**src/soc_pkg.sv**
```systemverilog
////////////////////////////////////////////////////////////
// Shared definitions for the user-area shell
// Bus widths, address map, register offsets and enums
////////////////////////////////////////////////////////////
package soc_pkg;

    // Wishbone bus widths
    localparam int WB_AW = 32;
    localparam int WB_DW = 32;
    localparam int WB_SW = 4;              // One sel bit per byte lane

    localparam int GPIO_W     = 38;        // Breakout pads
    localparam int LA_W       = 32;
    localparam int SRAM_DEPTH = 256;       // Words

    // Target bases, decoded on bits 31:24
    localparam logic [31:0] SRAM_BASE = 32'h3000_0000;
    localparam logic [31:0] GPIO_BASE = 32'h3100_0000;
    localparam logic [31:0] LA_BASE   = 32'h3200_0000;

    // GPIO register offsets
    localparam logic [3:0] GPIO_OUT = 4'h0;
    localparam logic [3:0] GPIO_OEB = 4'h4;
    localparam logic [3:0] GPIO_OWN = 4'h8;
    localparam logic [3:0] GPIO_IN  = 4'hC;
    localparam int GPIO_HI_BIT = 4;        // Address bit that picks pad bits 37:32

    // Analyzer register offsets
    localparam logic [3:0] LA_DATA = 4'h0;
    localparam logic [3:0] LA_OWN  = 4'h4;

    localparam logic [31:0] UNMAPPED_DATA = 32'h0;

    typedef enum logic [1:0] {ARB_IDLE, ARB_HOST, ARB_TEAM} arb_state_t;

    typedef enum logic [1:0] {TGT_SRAM, TGT_GPIO, TGT_LA, TGT_NONE} wb_target_t;

endpackage
```
**src/wb_if.sv**
```systemverilog
////////////////////////////////////////////////////////////
// Wishbone classic bus bundle
////////////////////////////////////////////////////////////
`timescale 1ns/1ps

interface wb_if;
    logic [soc_pkg::WB_AW-1:0] adr;
    logic [soc_pkg::WB_DW-1:0] dat_w;   // Manager to peripheral
    logic [soc_pkg::WB_DW-1:0] dat_r;   // Peripheral to manager
    logic [soc_pkg::WB_SW-1:0] sel;
    logic                      we;
    logic                      stb;
    logic                      cyc;
    logic                      ack;     // One-cycle pulse

    // Request side
    modport manager (output adr, dat_w, sel, we, stb, cyc,
                     input  dat_r, ack);

    // Answering side
    modport peripheral (input  adr, dat_w, sel, we, stb, cyc,
                        output dat_r, ack);
endinterface

```
**src/gpio_control.sv**
```systemverilog
////////////////////////////////////////////////////////////
// Pad output, enable and ownership registers
// Per pin the register or the team drives the pad
////////////////////////////////////////////////////////////
`timescale 1ns/1ps

module gpio_control (
    input  logic                       wb_clk_i,
    input  logic                       reset_i,
    wb_if.peripheral                   bus_s,
    input  logic [soc_pkg::GPIO_W-1:0] team_gpio_out_i,
    input  logic [soc_pkg::GPIO_W-1:0] team_gpio_oeb_i,
    input  logic [soc_pkg::GPIO_W-1:0] io_in_i,
    output logic [soc_pkg::GPIO_W-1:0] io_out_o,
    output logic [soc_pkg::GPIO_W-1:0] io_oeb_o
);
    logic [soc_pkg::GPIO_W-1:0] out_q;
    logic [soc_pkg::GPIO_W-1:0] oeb_q;   // Active low enable
    logic [soc_pkg::GPIO_W-1:0] own_q;   // 1 hands the pin to the team
    logic [soc_pkg::WB_DW-1:0]  dat_q;
    logic                       ack_q;
    logic                       access;
    logic                       hi;      // Upper pad word

    // Write one half of a pad register
    function automatic logic [soc_pkg::GPIO_W-1:0] wr_half(
        input logic [soc_pkg::GPIO_W-1:0] old,
        input logic [31:0]                d,
        input logic                       upper
    );
        return upper ? {d[soc_pkg::GPIO_W-33:0], old[31:0]}
                     : {old[soc_pkg::GPIO_W-1:32], d};
    endfunction

    // Read one half, upper bits zero-filled
    function automatic logic [31:0] rd_half(
        input logic [soc_pkg::GPIO_W-1:0] r,
        input logic                       upper
    );
        return upper ? {{(64-soc_pkg::GPIO_W){1'b0}}, r[soc_pkg::GPIO_W-1:32]} : r[31:0];
    endfunction

    assign access = bus_s.cyc && bus_s.stb && !ack_q;
    assign hi     = bus_s.adr[soc_pkg::GPIO_HI_BIT];

    always_ff @(posedge wb_clk_i) begin
        if (reset_i) begin
            ack_q <= 1'b0;
            out_q <= '0;
            oeb_q <= '1;                 // Pads start as inputs
            own_q <= '0;
        end else begin
            ack_q <= access;
            if (access && bus_s.we) begin
                case (bus_s.adr[3:0])
                    soc_pkg::GPIO_OUT: out_q <= wr_half(out_q, bus_s.dat_w, hi);
                    soc_pkg::GPIO_OEB: oeb_q <= wr_half(oeb_q, bus_s.dat_w, hi);
                    soc_pkg::GPIO_OWN: own_q <= wr_half(own_q, bus_s.dat_w, hi);
                    default: ;           // GPIO_IN is read only
                endcase
            end
        end
    end

    always_ff @(posedge wb_clk_i) begin
        if (access) begin
            case (bus_s.adr[3:0])
                soc_pkg::GPIO_OUT: dat_q <= rd_half(out_q, hi);
                soc_pkg::GPIO_OEB: dat_q <= rd_half(oeb_q, hi);
                soc_pkg::GPIO_OWN: dat_q <= rd_half(own_q, hi);
                soc_pkg::GPIO_IN:  dat_q <= rd_half(io_in_i, hi);
                default:           dat_q <= soc_pkg::UNMAPPED_DATA;
            endcase
        end
    end

    assign bus_s.ack   = ack_q;
    assign bus_s.dat_r = dat_q;

    // Per-pin owner select
    assign io_out_o = (own_q & team_gpio_out_i) | (~own_q & out_q);
    assign io_oeb_o = (own_q & team_gpio_oeb_i) | (~own_q & oeb_q);

endmodule

```
**src/flat_wrapper.sv**
```systemverilog
// flat-port wrapper written by rule: the top's interface ports become plain ports
module gpio_control_flat 
  (wb_clk_i, reset_i, team_gpio_out_i, team_gpio_oeb_i, io_in_i, io_out_o, io_oeb_o, bus_s_adr, bus_s_dat_w, bus_s_sel, bus_s_we, bus_s_stb, bus_s_cyc, bus_s_dat_r, bus_s_ack);
  wb_if bus_s_i ();
  input  logic wb_clk_i;
  input  logic reset_i;
  input  logic [soc_pkg::GPIO_W-1:0] team_gpio_out_i;
  input  logic [soc_pkg::GPIO_W-1:0] team_gpio_oeb_i;
  input  logic [soc_pkg::GPIO_W-1:0] io_in_i;
  output logic [soc_pkg::GPIO_W-1:0] io_out_o;
  output logic [soc_pkg::GPIO_W-1:0] io_oeb_o;
  input wire logic [$bits(bus_s_i.adr)-1:0] bus_s_adr;
  input wire logic [$bits(bus_s_i.dat_w)-1:0] bus_s_dat_w;
  input wire logic [$bits(bus_s_i.sel)-1:0] bus_s_sel;
  input wire logic [$bits(bus_s_i.we)-1:0] bus_s_we;
  input wire logic [$bits(bus_s_i.stb)-1:0] bus_s_stb;
  input wire logic [$bits(bus_s_i.cyc)-1:0] bus_s_cyc;
  output wire logic [$bits(bus_s_i.dat_r)-1:0] bus_s_dat_r;
  output wire logic [$bits(bus_s_i.ack)-1:0] bus_s_ack;
  assign bus_s_i.adr = bus_s_adr;
  assign bus_s_i.dat_w = bus_s_dat_w;
  assign bus_s_i.sel = bus_s_sel;
  assign bus_s_i.we = bus_s_we;
  assign bus_s_i.stb = bus_s_stb;
  assign bus_s_i.cyc = bus_s_cyc;
  assign bus_s_dat_r = bus_s_i.dat_r;
  assign bus_s_ack = bus_s_i.ack;
  gpio_control u_core (.wb_clk_i(wb_clk_i), .reset_i(reset_i), .bus_s(bus_s_i), .team_gpio_out_i(team_gpio_out_i), .team_gpio_oeb_i(team_gpio_oeb_i), .io_in_i(io_in_i), .io_out_o(io_out_o), .io_oeb_o(io_oeb_o));
endmodule
```
**config.mk**
```make
export PLATFORM = sky130hd
export DESIGN_NAME = gpio_control_flat
export DESIGN_NICKNAME = d
export VERILOG_FILES = /design/src/soc_pkg.sv /design/src/wb_if.sv /design/src/gpio_control.sv /design/src/flat_wrapper.sv
export SDC_FILE = /design/constraint.sdc
export NUM_CORES = 1
export LEC_CHECK = 0
export ABC_AREA = 1
export BUFFER_PORTS_ARGS = -buffer_cell sky130_fd_sc_hd__buf_2
export CAP_MARGIN = 10
export CORE_UTILIZATION = 44
export CTS_CLUSTER_DIAMETER = 40
export DETAILED_ROUTE_END_ITERATION = 8
export PLACE_DENSITY = 0.77
export SLEW_MARGIN = 20
export SYNTH_ARGS = -nofsm -noshare
export SYNTH_HDL_FRONTEND = slang
export SYNTH_SLANG_ARGS = --single-unit
```
**constraint.sdc**
```tcl
create_clock -name wb_clk_i -period 1.8 [get_ports wb_clk_i]
set_clock_uncertainty 0.2 [all_clocks]
set_input_delay 0.09 -clock wb_clk_i [delete_from_list [all_inputs] [get_ports wb_clk_i]]
set_output_delay 0.09 -clock wb_clk_i [all_outputs]
set_load 0.005 [all_outputs]
```
==> results of run 1 <==
[tightest hold or removal path, cell delays in order]
cell and delay, ns:
buf_2 0.12, nor2_2 0.06, nand3_1 0.05, nor2_1 0.04, buf_4 0.15, nand2_1 0.06
nand3_1 0.06
[per-stage QoR]
step | setup slack [ns] | instances | cell area, um2 | hold slack, ns | util
after global routing | 0.07378 | 1565 | 10190 | 0.1047 | 0.6346
after CTS | 0.1250 | 1564 | 10190 | 0.05848 | 0.6344
after detailed placement | 0.06816 | 1460 | 8869 | 0.09306 | 0.5523
after floorplan | 0.07679 | 1005 | 7303 | -0.03762 | -
final | 0.1146 | 1565 | 10190 | 0.06703 | 0.6346
after global placement | 0.08067 | 1460 | 8869 | 0.08539 | 0.5523
[power groups by stage]
stage / combinational, uW / sequential, uW / clock, uW
6_report: 644 / 3420 / 3600
3_3_place_gp: 496 / 3490 / 0
2_1_floorplan: 221 / 3490 / 0
3_5_place_dp: 505 / 3490 / 0
4_1_cts: 635 / 3420 / 3640
5_1_grt: 710 / 3420 / 3800
[worst paths after layout]
path | startpoint | end | slack (ns) | cells past startpoint
worst min-delay path | bus_s_adr[3] | u_core.oeb_q[36] | 0.07 | 7
worst min register to register | u_core.oeb_q[0] | u_core.oeb_q[0] | 0.26 | 2
worst max register to register | u_core.bus_s.ack | u_core.oeb_q[15] | 0.18 | 6
worst max-delay path | io_in_i[0] | u_core.bus_s.dat_r[0] | 0.11 | 7
[per-layer routing]
layer,GRT usage,vias up,part of all wire,wire (um)
li1,-,3841,-,-
met1,0.2990,3477,0.42,9243
met2,0.4616,312,0.50,11060
met3,0.05049,28,0.064,1405
met4,0.1028,0,0.015,328
met5,0,-,0,0
[cells by family (layout without fill, tap and decap cells)]
| group | after synthesis | after routing |
|---|---|---|
| AND/OR/NAND/NOR | 666 | 666 |
| flip-flops | 147 | 147 |
| AO/OA/AOI/OAI | 24 | 24 |
| multiplexers | 64 | 64 |
| buffers and inverters | 104 | 447 |
| other | 0 | 1 |
[sequential cells by signal, summed over array words and instances (netlist names)]
signal,flops
u_core.bus_s.ack,1
u_core.own_q,38
u_core.out_q,38
u_core.bus_s.dat_r,32
u_core.oeb_q,38
[cells in the final DEF, fill, tap and decap left out, types with 6 or more instances in the layout]
cell             n
nand2_1        421
buf_2          264
nor2_1         157
dfxtp_1        115
dlygate4sd3_1   72
mux2_2          64
inv_1           52
nand3_1         44
nand4_1         32
edfxtp_1        32
o21ai_0         24
clkbuf_16       17
buf_4           15
buf_12           6
[what timing repair did]
| action | 4_1_cts | 5_1_grt |
|---|---|---|
| resized for setup | 0 | 0 |
| hold buffers | 72 | 0 |
| setup buffers | 0 | 0 |
| hold endpoints to repair | 147 | 0 |
[layout make-up]
class,count,area (um2),share of cell area
Multi-Input combinational cell,754,3562,0.3496
Sequential cell,147,3263,0.3202
Timing Repair Buffer,357,2275,0.2232
Clock buffer,23,467.9,0.04592
Tap cell,216,270.3,0.02652
Inverter,58,219.0,0.02149
Clock inverter,9,130.1,0.01277
Antenna cell,1,2.502,0.0002456
==> flow_summary.ini, run 1 <==
[setup_path]
crit_slowest_cell = dlygate4sd3_1
setup.worst_path.class = in -> reg
end_kind = flop
cp_cell_sequence = dlygate4sd3_1 -> buf_2 -> nand2_1 -> nand2_1 -> dlygate4sd3_1 -> nand2_1 -> nand4_1
cp_top_family = buffers and inverters
crit_path_max_incr_delay_ns = 0.57
cp.arrival_ns = 1.62
crit_path_start_kind = primary input
crit_buf_inv = 3
cp_common_cell = nand2_1
cp_max_fo = 1
crit_required_ns = 1.74

[logic_synthesis]
synth-edff-count = 32
yosysMostFrequentCell = nand2_1
synth_compound_area_frac = 0.01645
ys_warn_count = 0
synth_top_family_by_area = simple AND/OR/NAND/NOR gates
yosysTopAreaCell = dfxtp_1
synthTopCellsByArea = dfxtp_1, nand2_1, edfxtp_1, mux2_2, nor2_1
ys_seq_area_frac = 0.4468
synthSimpleGateAreaFrac = 0.3726
synth.mux.area_fraction = 0.09868
syn_nets = 1192
syn-cell-area_mm2 = 0.007303
synth-xor-area-share = 0
avgSynthCellArea_um2 = 7.267
synthFlopType = dfxtp_1
syn_inst = 1005
synthAdderAreaFrac = 0
synth_common_cells = nand2_1, nor2_1, dfxtp_1, mux2_2, inv_1
ys_seq_elements = 147
synth_top_area_share = 0.3152
synth_cell_types = 22
synthArstFlopShare = 0

[detailed_routing]
vias_per_cell = 4.893
wl_mm = 22.04
drt_pre_antenna_iters = 5
wl_per_cell_um = 14.08
drt_iter0_markers = 449
vias = 7658
ant_nets = 0
drc = 0

[die]
die_area_mm2 = 0.01712
die_x_um = 130.8
start_util = 0.4548
ioPinCount = 296
die_h_um = 130.8
coreArea_mm2 = 0.01606
num_rows = 46

[finish]
nets = 1522
num-fill-cells = 1328
area_growth_pct = 39.52
drive_gt1_frac = 0.2923

[power_and_ir_drop]
p_sw_frac = 0.2190
vdd_drop_max_mv = 0.7294
p_leak_uw = 0.004820
switchingPower_uw = 1678
power.total_uw = 7664
combPwrFrac = 0.084
p_int_uw = 5985
sequentialPowerShare = 0.446
power_density_mw_per_mm2 = 752.1
p_clk_frac = 0.470

[sta]
tightest_slew_ns = 0.8018
hold_viol = 0
final.setup.tns_ns = 0
finalCritPeriodShare = 0.9363
slew_headroom = 0.4642
setup_violations = 0
max_clock_freq_ghz = 0.5933
period_needed_ns = 1.685
report.final.slew_viol_count = 0
rsz0062_at_grt = false

[clock_network]
cts_max_level = 4
insertion_delay_ns = 0.42
root_buffer = clkbuf_16
numCtsBuffers = 17
tritoncts = done
clk_path_buf_depth = 2
path_clk_slew_ns = 0.06
cts_sinks = 147

[hold_path]
hold_path.class = in -> reg

[placed_design]
port_buffers = 264
hpwlAfterDp_mm = 14.66
place.gp.congestion = 0.8585

[grt]
grt_pass1_wl_mm = 33.55
grt-ovfl-total = 0
grt_pass1_vias = 7043
antenna_found_initial = 1
grt_usage = 0.2569
grt_max_degree = 115

[run]
maxCapViolCount = 0

[run_status]
status = finished clean
No activity file was read; power rests on OpenSTA's default activity.
==> inputs of run 2 (changes only) <==
Settings changed: PLACE_DENSITY 0.77 to 0.8.
==> run 2 against run 1 <==
Fmax decreased by 2.6%. Die area did not move. Sequential share of layout area about the same. Non-clock buffer count up 6. Worst setup slack got worse by 0.044 ns. Flip-flop and latch count is the same. Clock power shrank 12%. Hold slack worse by 0.041 ns. Global-route usage grew 0.47 points. Routed wire length rose by 4.4%. Critical endpoint is now u_core.oeb_q[14]. Register-to-register slack got worse by 0.11 ns. Critical path type is now reg -> reg.
==> flow_summary.ini, run 2 (same netlist as run 1, synthesis figures left out) <==
[run_status]
status = finished clean

[detailed_routing]
drc = 0
drt_iter0_markers = 553
vias_per_cell = 4.960
drt_pre_antenna_iters = 8
wl_mm = 23.00
ant_nets = 0
wl_per_cell_um = 14.66
vias = 7783

[setup_path]
crit_slowest_cell = dfxtp_1
cp_cell_sequence = inv_1 -> nand4_4 -> buf_4 -> nor2_4 -> buf_12 -> nand2_1 -> nand3_1
crit_path_start_kind = flop
crit_path_max_incr_delay_ns = 0.32
cp_top_family = buffers and inverters
rrSetupSlack_ns = 0.07
timing.rr.end = u_core.oeb_q[14]
end_kind = flop
timing.rr.start = u_core.bus_s.ack
crit_buf_inv = 3
worst_r2r_path_depth = 7
cp_max_fo = 32
crit_required_ns = 1.95
cp.arrival_ns = 1.88
setup.worst_path.class = reg -> reg

[hold_path]
holdPathStages = 5
min_from = bus_s_adr[4]
hold_path_end = u_core.oeb_q[32]
hold_path.class = in -> reg

[placed_design]
port_buffers = 264
dp.cells = 1462
hpwlAfterDp_mm = 14.89
place.gp.congestion = 0.8248
dp_slack_ns = 0.01688

[clock_network]
insertion_delay_ns = 0.42
cts_max_level = 4
root_buffer = clkbuf_16
cts_sinks = 147
path_clk_slew_ns = 0.06
clk_path_buf_depth = 2
numCtsBuffers = 17
tritoncts = done

[grt]
grt_pass1_wl_mm = 34.34
antenna_found_initial = 3
grt_max_degree = 63
grt_usage = 0.2616
grt_pass1_vias = 7043
grt-ovfl-total = 0

[finish]
final_common_cell = nand2_1
area_growth_pct = 39.51
final_cell_mix = nand2_1, buf_2, nor2_1
nets = 1528
reg.largest.list = u_core.oeb_q x38, u_core.out_q x38, u_core.own_q x38
drive_gt1_frac = 0.2922
final_cells = 1569
num-fill-cells = 1319

[sta]
report.final.slew_viol_count = 0
rsz0062_at_grt = false
final.setup.tns_ns = 0
max_clock_freq_ghz = 0.5781
whs_ns = 0.02636
slew_headroom = 0.4453
period_needed_ns = 1.730
tightest_slew_ns = 0.8301
finalCritPeriodShare = 0.9610
final.setup.worst_slack_ns = 0.07012
hold_viol = 0
setup_violations = 0

[power_and_ir_drop]
p_leak_uw = 0.004828
combPwrFrac = 0.091
vdd_drop_max_mv = 0.6211
power_density_mw_per_mm2 = 711.7
p_sw_frac = 0.2220
p_clk_frac = 0.438
sequentialPowerShare = 0.472
p_int_uw = 5641
switchingPower_uw = 1610

[die]
coreArea_mm2 = 0.01606
die_h_um = 130.8
die_area_mm2 = 0.01712
num_rows = 46
ioPinCount = 296
start_util = 0.4548
die_x_um = 130.8

[run]
maxCapViolCount = 0
[run 2: cell count changes in the layout (fill, tap and decap cells not counted), sizes merged]
cell,previous run,this run
clkinv,4,8
buf,285,288
clkinvlp,4,1
bufinv,3,1
dlygate4sd3,72,74
[run 2: routing by layer]
metal  GRT usage  routed length (um)  up-vias
met2      0.4569               11400      403
met5           0                  22        -
met4      0.1251                 689        4
met3     0.05660                1837       66
met1      0.3044                9056     3459
li1            -                   -     3851
[run 2: repair_timing]
item                                    in CTS  in global routing
hold endpoints to repair                   147                  0
endpoints found under the setup margin       0                 10
gates resized for setup                      0                  1
hold buffers                                74                  0
setup buffers                                0                  1
[run 2: worst max-delay path by stage]
stage / from / end / depth (start not counted)
6_report: u_core.bus_s.ack / u_core.oeb_q[14] / 7
5_1_grt: u_core.bus_s.ack / u_core.oeb_q[5] / 7
4_1_cts: u_core.bus_s.ack / u_core.oeb_q[34] / 6
3_5_place_dp: bus_s_adr[1] / u_core.bus_s.dat_r[10] / 6
3_3_place_gp: bus_s_adr[1] / u_core.bus_s.dat_r[20] / 6
2_1_floorplan: u_core.bus_s.ack / u_core.bus_s.dat_r[0] / 3
[run 2: cell type report]
type / count / area [um2] / area share
clock inverter: 8 / 65.06 / 0.006386
sequential: 147 / 3263 / 0.3203
antenna: 1 / 2.502 / 0.0002456
multi-input combinational: 754 / 3572 / 0.3506
clock buffer: 22 / 454.2 / 0.04458
timing repair buffer: 363 / 2342 / 0.2299
tap: 216 / 270.3 / 0.02653
inverter: 58 / 219.0 / 0.02149
[run 2: power by group through the flow]
stage | sequential (uW) | combinational (uW) | clock [uW]
global placement | 3490 | 499 | 0
CTS | 3420 | 641 | 3200
finish | 3420 | 656 | 3170
detailed placement | 3490 | 509 | 0
floorplan | 3490 | 221 | 0
global route | 3420 | 717 | 3340
[run 2: worst min-delay path, stage by stage]
cell and delay, ns:
buf_2 0.20, nand3_1 0.12, nor2_1 0.06, nand2_1 0.05, nand3_1 0.06
[run 2: per-stage QoR]
step,cell area (um2),util,power [uW]
2_1_floorplan,7303,-,3713
3_3_place_gp,8889,0.5535,3990
3_5_place_dp,8889,0.5535,4001
4_1_cts,10150,0.6320,7263
5_1_grt,10190,0.6345,7484
6_report,10190,0.6345,7251
==> inputs of run 3 (changes only) <==
Settings changed: CORE_UTILIZATION 44 to 40, PLACE_DENSITY 0.8 to 0.74.
==> run 3 against run 2 <==
First-iteration DRC count is 24% lower. Register-to-register slack better by 0.08 ns. Count of clock-buffer cells in the layout is 3 lower. Power is 3.2% higher. Worst setup slack better by 0.046 ns. Global-route usage is 3.0 points lower. Combinational power is 2% lower. Flip-flop and latch count stayed put. Critical path depth stayed put. Fmax is 2.7% higher. Sequential share of layout area is 0.18 points lower. Die area is 9.8% higher. Critical path type is now in -> reg. Largest cell class unchanged.
==> flow_summary.ini, run 3 (same netlist as run 1, synthesis figures left out) <==
[clock_network]
tritoncts = done
numCtsBuffers = 17
ctsResizeCount = 0
path_clk_slew_ns = 0.06
cts_sinks = 147
hold_buffers = 72
clk_path_buf_depth = 2
insertion_delay_ns = 0.41
root_buffer = clkbuf_16
cts_max_level = 4
cts_setup_buffers = 0

[die]
num_rows = 49
coreArea_mm2 = 0.01790
die_area_mm2 = 0.01880
die_h_um = 137.1
ioPinCount = 296
die_x_um = 137.1
start_util = 0.4080

[grt]
antenna_found_initial = 0
grt-ovfl-total = 0
grt_pass1_wl_mm = 33.67
grt_pass1_vias = 7150
grt_usage = 0.2320
grt_max_degree = 62

[sta]
max_clock_freq_ghz = 0.5939
period_needed_ns = 1.684
tightest_slew_ns = 0.8391
report.final.slew_viol_count = 0
setup_violations = 0
finalCritPeriodShare = 0.9355
final.setup.tns_ns = 0
whs_ns = 0.07661
rsz0062_at_grt = false
hold_viol = 0
slew_headroom = 0.4393

[hold_path]
holdPathStages = 4
min_from = bus_s_adr[4]
hold_path.class = in -> reg
hold_path_end = u_core.oeb_q[34]

[setup_path]
timing.rr.start = u_core.bus_s.ack
crit_path_max_incr_delay_ns = 0.55
setup.worst_path.class = in -> reg
crit_path_start_kind = primary input
crit_slowest_cell = dlygate4sd3_1
rrSetupSlack_ns = 0.15
cp.arrival_ns = 1.61
cp_common_cell = nand2_1
cp_cell_sequence = dlygate4sd3_1 -> buf_2 -> nand2_1 -> nand2_1 -> dlygate4sd3_1 -> nand2_1 -> nand4_1
crit_required_ns = 1.73
end_kind = flop
cp_max_fo = 1
worst_r2r_path_depth = 7
timing.rr.end = u_core.oeb_q[6]

[placed_design]
place.gp.congestion = 0.8335
port_buffers = 264
hpwlAfterDp_mm = 15.21

[power_and_ir_drop]
sequentialPowerShare = 0.457
power_density_mw_per_mm2 = 730.4
p_leak_uw = 0.004848
vdd_drop_max_mv = 0.6161
combPwrFrac = 0.086
switchingPower_uw = 1704
p_sw_frac = 0.2277
p_int_uw = 5780
p_clk_frac = 0.457

[detailed_routing]
drc = 0
ant_nets = 0
wl_per_cell_um = 13.97
vias = 7688
drt_pre_antenna_iters = 7
vias_per_cell = 4.863
drt_iter0_markers = 423
wl_mm = 22.09

[finish]
nets = 1526
diodes = 0
reg.largest.list = u_core.oeb_q x38, u_core.out_q x38, u_core.own_q x38
final_cell_mix = nand2_1, buf_2, nor2_1
final_common_cell = nand2_1
area_growth_pct = 40.29
drive_gt1_frac = 0.2951

[run_status]
status = finished clean

[run]
maxCapViolCount = 0
## run 3: cell types whose count changed in the layout (fill, tap and decap cells not counted), moves of 2 or more
cell / before / now
dlygate4sd3_1: 74 / 72
clkinv_4: 0 / 3
clkbuf_1: 4 / 2
buf_4: 18 / 16
inv_6: 0 / 2
buf_12: 6 / 9
## run 3: metrics by stage
| stage | cell area, um2 | utilization | worst slack, ns | power, uW | std cells |
|---|---|---|---|---|---|
| after floorplan | 7303 | - | 0.07679 | 3713 | 1005 |
| after detailed placement | 8957 | 0.5003 | 0.02216 | 4006 | 1477 |
| final | 10250 | 0.5723 | 0.1162 | 7484 | 1581 |
| after global placement | 8957 | 0.5003 | 0.1086 | 3997 | 1477 |
| after global routing | 10250 | 0.5723 | 0.03305 | 7741 | 1581 |
| after CTS | 10250 | 0.5723 | 0.1436 | 7539 | 1581 |
## run 3: worst max-delay path by stage
stage	from	endpoint	slack (ns)	cells past startpoint
2_1_floorplan	u_core.bus_s.ack	u_core.bus_s.dat_r[0]	0.08	3
4_1_cts	io_in_i[5]	u_core.bus_s.dat_r[5]	0.14	7
6_report	io_in_i[5]	u_core.bus_s.dat_r[5]	0.12	7
5_1_grt	io_in_i[5]	u_core.bus_s.dat_r[5]	0.03	7
3_3_place_gp	bus_s_adr[1]	u_core.bus_s.dat_r[20]	0.11	6
3_5_place_dp	bus_s_adr[1]	u_core.bus_s.dat_r[22]	0.02	6
## run 3: cell type report
cell class | count | area, um2
fill | 1639 | 7656
sequential | 147 | 3263
clock inverter | 13 | 135.1
clock buffer | 19 | 432.9
multi-input combinational | 754 | 3567
tap | 229 | 286.5
inverter | 58 | 219.0
timing repair buffer | 361 | 2342
## run 3: power by group through the flow
| stage | sequential (uW) | clock [uW] | combinational [uW] |
|---|---|---|---|
| 6_report | 3420 | 3420 | 646 |
| 3_5_place_dp | 3490 | 0 | 513 |
| 5_1_grt | 3420 | 3600 | 717 |
| 2_1_floorplan | 3490 | 0 | 221 |
| 4_1_cts | 3420 | 3480 | 642 |
| 3_3_place_gp | 3490 | 0 | 504 |
## run 3: routing by layer
metal,global-route usage,vias to the layer above,part of all wire
met5,0,-,0
met4,0.09829,0,0.016
met3,0.04370,30,0.059
met2,0.3965,291,0.50
met1,0.2837,3525,0.43
li1,-,3842,-
## run 3: worst max-delay path, delay by kind of cell
family,cells,cell delay [ns]
AND/OR/NAND/NOR,4,0.33
buffers and inverters,3,1.20
